### src/hdl/rvv_decode_settings.svh
`ifndef RVV_DECODE_SETTINGS_SVH
`define RVV_DECODE_SETTINGS_SVH

// micro-ops issued per group
`define NUM_DE_UOP       4
`define UOP_INDEX_WIDTH  3

// vstart covers one full register group at SEW8
`define VSTART_WIDTH     7

`define XLEN             32
`define VREG_WIDTH       5
`define IMM_WIDTH        5

`endif

### src/hdl/rvv_decode_pkg.sv
`default_nettype none

`include "rvv_decode_settings.svh"

package rvv_decode_pkg;

  typedef enum logic [2:0] {
    OPIVV = 3'b000,
    OPIVI = 3'b011
  } funct3_e;

  typedef enum logic [5:0] {
    VADD         = 6'b000000,
    VRSUB        = 6'b000011,
    VAND         = 6'b001001,
    VOR          = 6'b001010,
    VXOR         = 6'b001011,
    VRGATHER     = 6'b001100,
    VSLIDEUP     = 6'b001110,
    VSLIDEDOWN   = 6'b001111,
    VADC         = 6'b010000,
    VMADC        = 6'b010001,
    VMERGE_VMV   = 6'b010111,
    VMSEQ        = 6'b011000,
    VMSNE        = 6'b011001,
    VMSLEU       = 6'b011100,
    VMSLE        = 6'b011101,
    VMSGTU       = 6'b011110,
    VMSGT        = 6'b011111,
    VSADDU       = 6'b100000,
    VSADD        = 6'b100001,
    VSLL         = 6'b100101,
    VSMUL_VMVNRR = 6'b100111,
    VSRL         = 6'b101000,
    VSRA         = 6'b101001,
    VSSRL        = 6'b101010,
    VSSRA        = 6'b101011,
    VNSRL        = 6'b101100,
    VNSRA        = 6'b101101,
    VNCLIPU      = 6'b101110,
    VNCLIP       = 6'b101111
  } opi_funct6_e;

  // same code points as vsew, EEW1 sits apart
  typedef enum logic [2:0] {
    EEW8  = 3'b000,
    EEW16 = 3'b001,
    EEW32 = 3'b010,
    EEW1  = 3'b111
  } eew_e;

  typedef enum logic [1:0] {
    CLS_PLAIN   = 2'd0,
    CLS_MASK    = 2'd1,
    CLS_NARROW  = 2'd2,
    CLS_MOVE_NR = 2'd3
  } inst_class_e;

  typedef enum logic {
    ALU    = 1'b0,
    PMTRDT = 1'b1
  } exe_unit_e;

  // emul fields hold 1, 2, 4 or 8 registers
  typedef struct packed {
    inst_class_e                cls;
    opi_funct6_e                funct6;
    logic                       vm;
    logic [`VREG_WIDTH-1:0]     vd;
    logic [`VREG_WIDTH-1:0]     vs2;
    logic [`IMM_WIDTH-1:0]      imm;
    logic [`UOP_INDEX_WIDTH:0]  emul_vd;
    logic [`UOP_INDEX_WIDTH:0]  emul_vs2;
    logic [`UOP_INDEX_WIDTH:0]  emul_max;
    eew_e                       eew_vd;
    eew_e                       eew_vs2;
    eew_e                       eew_max;
    logic [`VSTART_WIDTH-1:0]   vstart;
    logic [`UOP_INDEX_WIDTH-1:0] uop_vstart;
  } decoded_inst_t;

  typedef struct packed {
    funct3_e                     funct3;
    opi_funct6_e                 funct6;
    exe_unit_e                   exe_unit;
    logic                        vm;
    logic                        v0_valid;
    logic                        vs3_valid;
    logic [`VREG_WIDTH-1:0]      vd_index;
    eew_e                        vd_eew;
    logic [`VREG_WIDTH-1:0]      vs2_index;
    eew_e                        vs2_eew;
    logic                        vs2_valid;
    logic [`XLEN-1:0]            rs1_data;
    logic                        rs1_data_valid;
    logic [`UOP_INDEX_WIDTH-1:0] uop_index;
    logic                        last_uop_valid;
    logic [`VSTART_WIDTH-1:0]    vstart;
  } uop_t;

endpackage

`default_nettype wire

### src/hdl/rvv_group_if.sv
`timescale 1ns/1ns
`default_nettype none

`include "rvv_decode_settings.svh"

interface rvv_group_if import rvv_decode_pkg::*; ();

  logic                        valid;
  logic                        ready;
  decoded_inst_t               inst;
  // uop index of lane 0 in the offered group
  logic [`UOP_INDEX_WIDTH-1:0] base_index;

  modport feed (output valid, output inst, output base_index, input ready);
  modport lane (input inst, input base_index);
  modport drain (input valid, input inst, input base_index, output ready);

endinterface

`default_nettype wire

### src/hdl/rvv_inst_feed.sv
`timescale 1ns/1ns
`default_nettype none

`include "rvv_decode_settings.svh"

module rvv_inst_feed import rvv_decode_pkg::*; (
  input  logic                     clk,
  input  logic                     rst,
  input  logic                     inst_valid,
  output logic                     inst_ready,
  input  logic [31:0]              inst_encoding,
  input  logic [2:0]               vsew,
  input  logic [2:0]               vlmul,
  input  logic [`VSTART_WIDTH-1:0] vstart,
  rvv_group_if.feed                grp
);

  opi_funct6_e                 funct6;
  funct3_e                     funct3;
  logic                        vm;
  logic [`VREG_WIDTH-1:0]      vd;
  logic [`VREG_WIDTH-1:0]      vs2;
  logic [`IMM_WIDTH-1:0]       imm;
  inst_class_e                 cls;
  logic                        known_op;
  logic [`UOP_INDEX_WIDTH:0]   lmul_n;
  logic [`UOP_INDEX_WIDTH:0]   nr_n;
  logic [`UOP_INDEX_WIDTH:0]   emul_vd;
  logic [`UOP_INDEX_WIDTH:0]   emul_vs2;
  eew_e                        eew_vd;
  eew_e                        eew_vs2;
  logic                        legal;
  logic                        has_work;
  logic                        load;
  logic [`UOP_INDEX_WIDTH-1:0] uop_vstart;
  decoded_inst_t               dec;
  decoded_inst_t               inst_q;
  logic [`UOP_INDEX_WIDTH-1:0] base_q;
  logic [`UOP_INDEX_WIDTH:0]   grp_end;
  logic                        busy;
  logic                        last_xfer;

  function automatic logic aligned(input logic [`VREG_WIDTH-1:0] idx,
                                   input logic [`UOP_INDEX_WIDTH:0] emul);
    case (emul)
      4'd2:    aligned = (idx[0] == 1'b0);
      4'd4:    aligned = (idx[1:0] == 2'b00);
      4'd8:    aligned = (idx[2:0] == 3'b000);
      default: aligned = 1'b1;
    endcase
  endfunction

  assign funct6 = opi_funct6_e'(inst_encoding[31:26]);
  assign vm     = inst_encoding[25];
  assign vs2    = inst_encoding[24:20];
  assign imm    = inst_encoding[19:15];
  assign funct3 = funct3_e'(inst_encoding[14:12]);
  assign vd     = inst_encoding[11:7];

  always_comb begin
    known_op = 1'b1;
    cls      = CLS_PLAIN;
    case (funct6)
      VADD, VRSUB, VADC, VAND, VOR, VXOR, VSLL, VSRL, VSRA, VSADDU, VSADD,
      VSSRL, VSSRA, VMERGE_VMV, VSLIDEUP, VSLIDEDOWN, VRGATHER:
        cls = CLS_PLAIN;
      VMADC, VMSEQ, VMSNE, VMSLEU, VMSLE, VMSGTU, VMSGT:
        cls = CLS_MASK;
      VNSRL, VNSRA, VNCLIPU, VNCLIP:
        cls = CLS_NARROW;
      VSMUL_VMVNRR:
        cls = CLS_MOVE_NR;
      default:
        known_op = 1'b0;
    endcase
  end

  // fractional lmul still occupies one register
  always_comb begin
    case (vlmul)
      3'b001:  lmul_n = 4'd2;
      3'b010:  lmul_n = 4'd4;
      3'b011:  lmul_n = 4'd8;
      default: lmul_n = 4'd1;
    endcase
  end

  // nr is encoded as nr-1 in imm[2:0], zero marks a bad encoding
  always_comb begin
    case (imm[2:0])
      3'b000:  nr_n = 4'd1;
      3'b001:  nr_n = 4'd2;
      3'b011:  nr_n = 4'd4;
      3'b111:  nr_n = 4'd8;
      default: nr_n = 4'd0;
    endcase
  end

  always_comb begin
    emul_vd  = lmul_n;
    emul_vs2 = lmul_n;
    eew_vd   = eew_e'(vsew);
    eew_vs2  = eew_e'(vsew);
    case (cls)
      CLS_MASK: begin
        emul_vd = 4'd1;
        eew_vd  = EEW1;
      end
      CLS_NARROW: begin
        if (!vlmul[2]) begin
          emul_vs2 = {lmul_n[`UOP_INDEX_WIDTH-1:0], 1'b0};
        end
        eew_vs2 = (vsew == 3'b000) ? EEW16 : EEW32;
      end
      CLS_MOVE_NR: begin
        emul_vd  = nr_n;
        emul_vs2 = nr_n;
      end
      default: begin
      end
    endcase
  end

  always_comb begin
    legal = known_op && (funct3 == OPIVI) && (vsew < 3'b011) && (vlmul != 3'b100);
    case (cls)
      CLS_NARROW: begin
        if (vlmul == 3'b011 || vsew == 3'b010) begin
          legal = 1'b0;
        end
      end
      CLS_MOVE_NR: begin
        if (nr_n == 4'd0 || imm[4:3] != 2'b00 || !vm) begin
          legal = 1'b0;
        end
      end
      default: begin
      end
    endcase
    if (funct6 == VADC && vm) begin
      legal = 1'b0;
    end
    // vmv.v.i form
    if (funct6 == VMERGE_VMV && vm && vs2 != '0) begin
      legal = 1'b0;
    end
    if (!aligned(vd, emul_vd) || !aligned(vs2, emul_vs2)) begin
      legal = 1'b0;
    end
  end

  // vs2 always has the widest group and element here
  always_comb begin
    case (eew_vs2)
      EEW8:    uop_vstart = vstart[4 +: `UOP_INDEX_WIDTH];
      EEW16:   uop_vstart = vstart[3 +: `UOP_INDEX_WIDTH];
      default: uop_vstart = vstart[2 +: `UOP_INDEX_WIDTH];
    endcase
  end

  always_comb begin
    dec.cls        = cls;
    dec.funct6     = funct6;
    dec.vm         = vm;
    dec.vd         = vd;
    dec.vs2        = vs2;
    dec.imm        = imm;
    dec.emul_vd    = emul_vd;
    dec.emul_vs2   = emul_vs2;
    dec.emul_max   = emul_vs2;
    dec.eew_vd     = eew_vd;
    dec.eew_vs2    = eew_vs2;
    dec.eew_max    = eew_vs2;
    dec.vstart     = vstart;
    dec.uop_vstart = uop_vstart;
  end

  assign has_work   = ({1'b0, uop_vstart} < emul_vs2);
  assign grp_end    = {1'b0, base_q} + 4'(`NUM_DE_UOP);
  assign last_xfer  = busy && grp.ready && (grp_end >= inst_q.emul_max);
  assign inst_ready = !busy || last_xfer;
  // illegal or empty instructions are taken and dropped here
  assign load       = inst_valid && inst_ready && legal && has_work;

  always_ff @(posedge clk) begin
    if (rst) begin
      busy <= 1'b0;
    end else if (load) begin
      busy <= 1'b1;
    end else if (last_xfer) begin
      busy <= 1'b0;
    end
  end

  always_ff @(posedge clk) begin
    if (load) begin
      inst_q <= dec;
      base_q <= uop_vstart;
    end else if (busy && grp.ready) begin
      base_q <= grp_end[`UOP_INDEX_WIDTH-1:0];
    end
  end

  assign grp.valid      = busy;
  assign grp.inst       = inst_q;
  assign grp.base_index = base_q;

endmodule

`default_nettype wire

### src/hdl/rvv_uop_lane.sv
`timescale 1ns/1ns
`default_nettype none

`include "rvv_decode_settings.svh"

module rvv_uop_lane import rvv_decode_pkg::*; #(
  parameter int unsigned LANE = 0
) (
  rvv_group_if.lane grp,
  output uop_t      uop,
  output logic      uop_valid
);

  decoded_inst_t               inst;
  logic [`UOP_INDEX_WIDTH:0]   idx;
  logic [`UOP_INDEX_WIDTH-1:0] idx_lo;
  logic [`VREG_WIDTH-1:0]      idx_reg;
  logic [`XLEN-1:0]            rs1;
  logic                        rs1_valid;
  logic [`VSTART_WIDTH-1:0]    vstart;

  assign inst    = grp.inst;
  assign idx     = {1'b0, grp.base_index} + (`UOP_INDEX_WIDTH+1)'(LANE);
  assign idx_lo  = idx[`UOP_INDEX_WIDTH-1:0];
  assign idx_reg = {{(`VREG_WIDTH-`UOP_INDEX_WIDTH){1'b0}}, idx_lo};

  assign uop_valid = (idx < inst.emul_max);

  // immediate as a 32-bit scalar operand
  always_comb begin
    rs1       = {{(`XLEN-`IMM_WIDTH){inst.imm[`IMM_WIDTH-1]}}, inst.imm};
    rs1_valid = 1'b1;
    case (inst.funct6)
      VSLL, VSRL, VSRA, VSSRL, VSSRA: begin
        case (inst.eew_vd)
          EEW8:    rs1 = {{(`XLEN-3){1'b0}}, inst.imm[2:0]};
          EEW16:   rs1 = {{(`XLEN-4){1'b0}}, inst.imm[3:0]};
          default: rs1 = {{(`XLEN-5){1'b0}}, inst.imm[4:0]};
        endcase
      end
      // shift amount sized for 2*SEW, capped by the 5-bit field
      VNSRL, VNSRA, VNCLIPU, VNCLIP: begin
        if (inst.eew_vd == EEW8) begin
          rs1 = {{(`XLEN-4){1'b0}}, inst.imm[3:0]};
        end else begin
          rs1 = {{(`XLEN-5){1'b0}}, inst.imm[4:0]};
        end
      end
      VSLIDEUP, VSLIDEDOWN, VRGATHER: begin
        rs1 = {{(`XLEN-`IMM_WIDTH){1'b0}}, inst.imm};
      end
      VSMUL_VMVNRR: begin
        rs1       = '0;
        rs1_valid = 1'b0;
      end
      default: begin
      end
    endcase
  end

  // first uop keeps the exact vstart, later ones start at their register
  always_comb begin
    if (idx == {1'b0, inst.uop_vstart}) begin
      vstart = inst.vstart;
    end else begin
      case (inst.eew_max)
        EEW8:    vstart = {idx_lo, 4'b0};
        EEW16:   vstart = {1'b0, idx_lo, 3'b0};
        default: vstart = {2'b0, idx_lo, 2'b0};
      endcase
    end
  end

  always_comb begin
    uop.funct3         = OPIVI;
    uop.funct6         = inst.funct6;
    uop.exe_unit       = ALU;
    uop.vm             = inst.vm;
    uop.v0_valid       = 1'b0;
    uop.vs3_valid      = (inst.cls == CLS_MASK);
    uop.vd_index       = inst.vd + idx_reg;
    uop.vd_eew         = inst.eew_vd;
    uop.vs2_index      = inst.vs2 + idx_reg;
    uop.vs2_eew        = inst.eew_vs2;
    uop.vs2_valid      = 1'b1;
    uop.rs1_data       = rs1;
    uop.rs1_data_valid = rs1_valid;
    uop.uop_index      = idx_lo;
    uop.last_uop_valid = (idx == inst.emul_max - 1'b1);
    uop.vstart         = vstart;

    // mask result lands in a single register
    if (inst.cls == CLS_MASK) begin
      uop.vd_index = inst.vd;
    end
    // whole-register move becomes a vector-vector move
    if (inst.cls == CLS_MOVE_NR) begin
      uop.funct3 = OPIVV;
      uop.funct6 = VMERGE_VMV;
    end
    if ((inst.funct6 == VADC || inst.funct6 == VMADC) && !inst.vm) begin
      uop.v0_valid = 1'b1;
    end
    if (inst.funct6 == VSLIDEUP || inst.funct6 == VSLIDEDOWN ||
        inst.funct6 == VRGATHER) begin
      uop.exe_unit = PMTRDT;
    end
  end

endmodule

`default_nettype wire

### src/hdl/rvv_uop_drain.sv
`timescale 1ns/1ns
`default_nettype none

`include "rvv_decode_settings.svh"

module rvv_uop_drain import rvv_decode_pkg::*; (
  input  logic                          clk,
  input  logic                          rst,
  rvv_group_if.drain                    grp,
  input  uop_t [`NUM_DE_UOP-1:0]        lane_uop,
  input  logic [`NUM_DE_UOP-1:0]        lane_valid,
  output logic [`NUM_DE_UOP-1:0]        uop_valid,
  output uop_t [`NUM_DE_UOP-1:0]        uop,
  input  logic                          uop_ready
);

  logic take;

  // room when empty or when the held group leaves this cycle
  assign grp.ready = (uop_valid == '0) || uop_ready;
  assign take      = grp.valid && grp.ready;

  always_ff @(posedge clk) begin
    if (rst) begin
      uop_valid <= '0;
    end else if (take) begin
      uop_valid <= lane_valid;
    end else if (uop_ready) begin
      uop_valid <= '0;
    end
  end

  always_ff @(posedge clk) begin
    if (take) begin
      uop <= lane_uop;
    end
  end

endmodule

`default_nettype wire

### src/hdl/rvv_decode_ari.sv
`timescale 1ns/1ns
`default_nettype none

`include "rvv_decode_settings.svh"

module rvv_decode_ari import rvv_decode_pkg::*; (
  input  logic                                          clk,
  input  logic                                          rst,
  input  logic                                          inst_valid,
  output logic                                          inst_ready,
  input  logic [31:0]                                   inst_encoding,
  input  logic [2:0]                                    vsew,
  input  logic [2:0]                                    vlmul,
  input  logic [`VSTART_WIDTH-1:0]                      vstart,
  output logic [`NUM_DE_UOP-1:0]                        uop_valid,
  input  logic                                          uop_ready,
  output logic [`NUM_DE_UOP-1:0][5:0]                   uop_funct6,
  output logic [`NUM_DE_UOP-1:0][2:0]                   uop_funct3,
  output logic [`NUM_DE_UOP-1:0]                        uop_exe_unit,
  output logic [`NUM_DE_UOP-1:0][`VREG_WIDTH-1:0]       uop_vd_index,
  output logic [`NUM_DE_UOP-1:0][`VREG_WIDTH-1:0]       uop_vs2_index,
  output logic [`NUM_DE_UOP-1:0][`XLEN-1:0]             uop_rs1_data,
  output logic [`NUM_DE_UOP-1:0][`UOP_INDEX_WIDTH-1:0]  uop_index,
  output logic [`NUM_DE_UOP-1:0]                        uop_last,
  output logic [`NUM_DE_UOP-1:0][`VSTART_WIDTH-1:0]     uop_vstart,
  output logic [`NUM_DE_UOP-1:0]                        uop_v0_valid,
  output logic [`NUM_DE_UOP-1:0]                        uop_vs3_valid
);

  uop_t [`NUM_DE_UOP-1:0] lane_uop;
  logic [`NUM_DE_UOP-1:0] lane_valid;
  uop_t [`NUM_DE_UOP-1:0] uop;

  rvv_group_if grp ();

  rvv_inst_feed u_feed (
    .clk           (clk),
    .rst           (rst),
    .inst_valid    (inst_valid),
    .inst_ready    (inst_ready),
    .inst_encoding (inst_encoding),
    .vsew          (vsew),
    .vlmul         (vlmul),
    .vstart        (vstart),
    .grp           (grp)
  );

  for (genvar i = 0; i < `NUM_DE_UOP; i++) begin : g_lane
    rvv_uop_lane #(
      .LANE (i)
    ) u_lane (
      .grp       (grp),
      .uop       (lane_uop[i]),
      .uop_valid (lane_valid[i])
    );

    assign uop_funct6[i]    = uop[i].funct6;
    assign uop_funct3[i]    = uop[i].funct3;
    assign uop_exe_unit[i]  = uop[i].exe_unit;
    assign uop_vd_index[i]  = uop[i].vd_index;
    assign uop_vs2_index[i] = uop[i].vs2_index;
    assign uop_rs1_data[i]  = uop[i].rs1_data;
    assign uop_index[i]     = uop[i].uop_index;
    assign uop_last[i]      = uop[i].last_uop_valid;
    assign uop_vstart[i]    = uop[i].vstart;
    assign uop_v0_valid[i]  = uop[i].v0_valid;
    assign uop_vs3_valid[i] = uop[i].vs3_valid;
  end

  rvv_uop_drain u_drain (
    .clk        (clk),
    .rst        (rst),
    .grp        (grp),
    .lane_uop   (lane_uop),
    .lane_valid (lane_valid),
    .uop_valid  (uop_valid),
    .uop        (uop),
    .uop_ready  (uop_ready)
  );

endmodule

`default_nettype wire

### config.mk
export PLATFORM = sky130hd
export DESIGN_NAME = rvv_decode_ari
export DESIGN_NICKNAME = d
export VERILOG_FILES = /design/src/hdl/rvv_decode_pkg.sv /design/src/hdl/rvv_group_if.sv /design/src/hdl/rvv_inst_feed.sv /design/src/hdl/rvv_uop_lane.sv /design/src/hdl/rvv_uop_drain.sv /design/src/hdl/rvv_decode_ari.sv
export VERILOG_INCLUDE_DIRS = /design/src /design/src/hdl
export SDC_FILE = /design/constraint.sdc
export NUM_CORES = 1
export LEC_CHECK = 0
export ABC_AREA = 1
export ABC_CLOCK_PERIOD_IN_PS = 20400
export BUFFER_PORTS_ARGS = -buffer_cell sky130_fd_sc_hd__buf_2
export CAP_MARGIN = 20
export CORE_MARGIN = 2
export CORE_UTILIZATION = 50
export DETAILED_ROUTE_END_ITERATION = 12
export PLACE_DENSITY_LB_ADDON = 0.05
export SYNTH_ARGS = -nofsm -noshare
export SYNTH_HDL_FRONTEND = slang
export SYNTH_SLANG_ARGS = --single-unit
### constraint.sdc
create_clock -name clk -period 20.4 [get_ports clk]
set_input_delay 3.06 -clock clk [delete_from_list [all_inputs] [get_ports clk]]
set_output_delay 3.06 -clock clk [all_outputs]
set_load 0.005 [all_outputs]
# After elaboration in Yosys (flattened, before gate mapping)
# Cells that the tools add are included.
# Widths: inputs -> output; s select.
word_totals:
  register_bits: 180
op_classes:
  n_addsub: 13
  n_lt_le_gt_ge: 7
  eq_ne: 74
  n_mux: 42
  bitwise_logic: 2
  n_reduce_logical: 49
ops:
  columns: ["cell", "count"]
  rows:
  - ["$eq 6x6->1 const B", 22]
  - ["$pmux 32 s4", 1]
  - ["$eq 6x5->1 const B", 11]
  - ["$pmux 7 s2", 4]
  - ["$eq 6x4->1 const B", 9]
  - ["$add 5x3->5", 8]
  - ["$reduce_or 29->1", 1]
  - ["$mux 7", 4]
  - ["$mux 5", 5]
  - ["$logic_not 3->1", 7]
  - ["$pmux 4 s2", 2]
  - ["$pmux 4 s4", 1]
  - ["$eq 3x1->1 const B", 5]
  - ["$eq 3x2->1 const B", 5]
  - ["$eq 4x3->1", 3]
  - ["$eq 4x4->1", 3]
  - ["$logic_and 1x1->1", 12]
  - ["$lt 4x4->1", 3]
  - ["$mux 4", 3]
  - ["$pmux 4 s3", 1]
  - ["$mux 1", 10]
  - ["$pmux 5 s2", 1]
  - ["$logic_or 1x1->1", 9]
  - ["$mux 3", 3]
  - ["other kinds (34)", 54]

# Depth between registers and ports, before layout
logic_depth:
  depth_word: 14
  ltp_mapped: 18
  ltp_nobuf: 18

# Modules after synthesis
# A second synthesis with hierarchy kept.
unflattened:
  hier_cells: 1444
  hier_area_um2: 16638.5
by_module_without_submodules:
  columns: ["module", "instances", "cells_each", "area_per_inst_um2"]
  rows:
  - ["rvv_uop_drain", 1, 319, 9077.5]
  - ["rvv_inst_feed", 1, 275, 2661.3]
  - ["rvv_uop_lane (g_lane[1].u_lane)", 1, 217, 1233.7]
  - ["rvv_uop_lane (g_lane[3].u_lane)", 1, 220, 1232.4]
  - ["rvv_uop_lane (g_lane[2].u_lane)", 1, 206, 1231.2]
  - ["rvv_uop_lane (g_lane[0].u_lane)", 1, 207, 1202.4]

# Least setup slack after synthesis
# Ideal clock, no wire load.
synth_path:
  kind: "input port to output port"
  from: "input port uop_ready"
  to: "output port inst_ready"
  arrival_ps: 8669
  required_time_ps: 17340
  setup_slack_ps: 8671
  path_stages: 4
  path_cell_list: "inv_1 > a21oi_1 > a21oi_1 > inv_1"
synth_between:
  elab_chain_len: 4
synth_lines:
  columns: ["element", "line_no", "rtl"]
  rows:
  - ["from (decl)", "rvv_decode_ari.sv:16", "input logic uop_ready,"]
  - ["$logic_or 1x1->1", "rvv_uop_drain.sv:20", "assign grp.ready = (uop_valid == '0) || uop_ready;"]
  - ["$logic_and 1x1->1", null, null]
  - ["via u_drain.take", "rvv_uop_drain.sv:17", "logic take;"]
  - ["$logic_and 1x1->1", "rvv_inst_feed.sv:180", "assign last_xfer = busy && grp.ready && (grp_end >= inst_q.emul_max);"]
  - ["$logic_or 1x1->1", "rvv_inst_feed.sv:181", "assign inst_ready = !busy || last_xfer;"]
  - ["to (decl)", "rvv_decode_ari.sv:10", "output logic inst_ready,"]
# The timed path passes the listed nets, and every way through them passes these cells.

# Worst setup path in the final report
# Ends and elaborated chain as after synthesis.

==> results.ini <==
[setup_path]
critical-path-top-delay-family = compound AO/OA/AOI/OAI gates
cp-start-kind = input port
crit_type = in2out
crit_chain = buf_2 -> inv_1 -> a21oi_4 -> a21oi_1 -> inv_1 -> buf_2
critPathMaxStageDelay_ns = 0.38
critPathMaxFanout = 3
cp_slowest_cell = a21oi_1
worstSetupEndpointType = output port
arrival_ns = 3.91
crit_buf_inv = 4
critPathRequiredTime_ns = 17.34

[global_routing]
grt_max_degree = 109
track_usage_pct = 19.0
grt_pass1_wl_um = 26800
grt_pass1_vias = 5234
overflow = 0
antenna_found_initial = 2

[die]
die_area_um2 = 18800
row_count = 48
start_util_pct = 51.2
core_area_um2 = 17300
die_h_um = 137
ioPinCount = 314
die_width_um = 137

[sta]
fin_skew_ns = 0.0103
setup_viol = 0
relSlewSlack_pct = 49.9
slew_viol_final = 0
final_hold_viol_count = 0
period_needed_ns = 6.97
worst_pin_slew_ns = 0.749
max_freq_ghz = 0.143
rsz0062_at_grt = no
setup_tns_ns = 0
fin_crit_sh_pct = 34.2
layout_setup_ws_ns = 13.43

[placement]
dpl.hpwl_um = 14000
gp_congestion = 0.875
io_buffers = 302
dp_slack_ns = 13.43

[layout]
final_cell_mix = 302 x buf_2, 141 x edfxtp_1, 124 x nand2_1, 99 x inv_1, 79 x nor2_1
drive_gt1_share_pct = 35.0
synthToLayoutAreaGrowth_pct = 13.2
layout.nets = 1144
final_common_cell = buf_2

[yosys]
yosys_most_used_dff = edfxtp_1
synth.area.top_cells = edfxtp_1 48%, buf_4 14%, ha_1 5.9%
ys_seq_area_share_pct = 49.0
avgSynthCellArea_um2 = 9.90
synth_area_leader_cell = edfxtp_1
yosysWarnings = 0
synth-edff-count = 141
syn-cell-area_um2 = 8850
synth-async-reset-ratio_pct = 0
synth.distinct_cells = 47
yosys_register_bits = 146
syn_inst = 894
synth_top_cell_area_share_pct = 47.8

[routing]
vias = 6180
wl_per_cell_um = 14.5
via_per_inst = 4.81
postRouteAntennaNets = 0
drc = 0
first_pass_iters = 5
wl_um = 18700
initialDrtViolationCount = 315

[clocking]
clk_pin_slew_ns = 0.06
cts_buffer_depth = 2
cts_setup_buffers = 0
htree_levels = 4
cts_tree = built
cts.hold.buffers_added = 0
cts_resized = 0
numCtsBuffers = 17
cts.sinks = 146
ctsRootBufferMaster = clkbuf_16
insertion_delay_ns = 0.42

[flow_run]
cap_violations = 0

[power_and_ir_drop]
leakagePower_nw = 4.64
powerDensity_nw_per_um2 = 66.8
irDropWorstVdd_uv = 54.8

[outcome]
outcome = complete, no violations

[hold_path]
hp-class = reg2reg

[Yosys cell counts, types with 8 or more instances]
cell,instances
a21oi_1,23
buf_4,166
clkbuf_1,10
edfxtp_1,141
fa_1,8
ha_1,42
inv_1,99
nand2_1,124
nand3_1,28
nand4_1,9
nor2_1,79
nor3_1,13
o21ai_0,35
o22ai_1,10
xor2_1,26
[path summary, 6_finish.rpt]
path	start	end	slack [ns]	cells past startpoint
worst min-delay path	u_drain.uop_valid[0]	u_drain.uop_valid[0]	0.48	2
worst max-delay path	uop_ready	inst_ready	13.43	6
worst max register to register	u_feed.grp.base_index[1]	u_feed.grp.base_index[2]	16.45	11
worst min register to register	u_drain.uop_valid[0]	u_drain.uop_valid[0]	0.48	2
[per-layer routing]
layer / global-route usage [%] / routed length, µm
met1: 24.1 / 8070
met2: 32.6 / 9260
met3: 4.22 / 1130
met4: 5.56 / 201
met5: 0 / 13
[tightest hold or removal path, delay by kind of cell, from the launching register on]
kind,cells,cell delay [ns]
AOI/OAI and AO/OA,1,0.05
and+or+nand+nor,1,0.06
DFF,1,0.32
[cells by family after synthesis]
group | after synthesis | share of synthesized area (%)
AND/OR/NAND/NOR | 283 | 14.3
XOR/XNOR | 30 | 2.97
adder cells (fa/ha/maj) | 50 | 7.75
flip-flops | 146 | 49.0
other | 1 | 0.0424
AO/OA/AOI/OAI | 100 | 6.87
buffers and inverters | 284 | 19.1
[through the flow]
step | utilization, % | area [µm²] | instances | hold WS [ns] | power [mW]
finish | 57.9 | 10000 | 1284 | 0.478 | 0.669
global placement | 54.4 | 9410 | 1251 | 0.477 | 0.357
detailed placement | 54.4 | 9410 | 1251 | 0.472 | 0.357
floorplan | - | 8860 | 897 | 0.467 | 0.348
CTS | 57.9 | 10000 | 1283 | 0.482 | 0.676
global route | 57.9 | 10000 | 1284 | 0.528 | 0.691
[flip-flops by register name, summed over array words and instances (netlist names)]
register and count:
u_feed.grp.base_index 3, u_feed.grp.inst 44, u_drain.uop 94, u_feed.grp.valid 1
u_drain.uop_valid 4
[report_power, final]
part	internal (mW)	total, mW	switching (mW)
Combinational	0.00879	0.0246	0.0158
Sequential	0.326	0.326	0.000272
Clock	0.194	0.318	0.125
Total	0.528	0.669	0.141
[area by class of cell]
| type | instances | area [µm²] |
|---|---|---|
| fillers | 1516 | 7280 |
| clock buffers | 17 | 425 |
| multi-input cells | 467 | 2850 |
| diodes | 1 | 2.50 |
| inverters | 106 | 398 |
| flip-flops and latches | 146 | 4330 |
| repair buffers | 307 | 1550 |
| well taps | 225 | 282 |
| clock inverters | 15 | 181 |
Power figures use the tool's default switching activity.
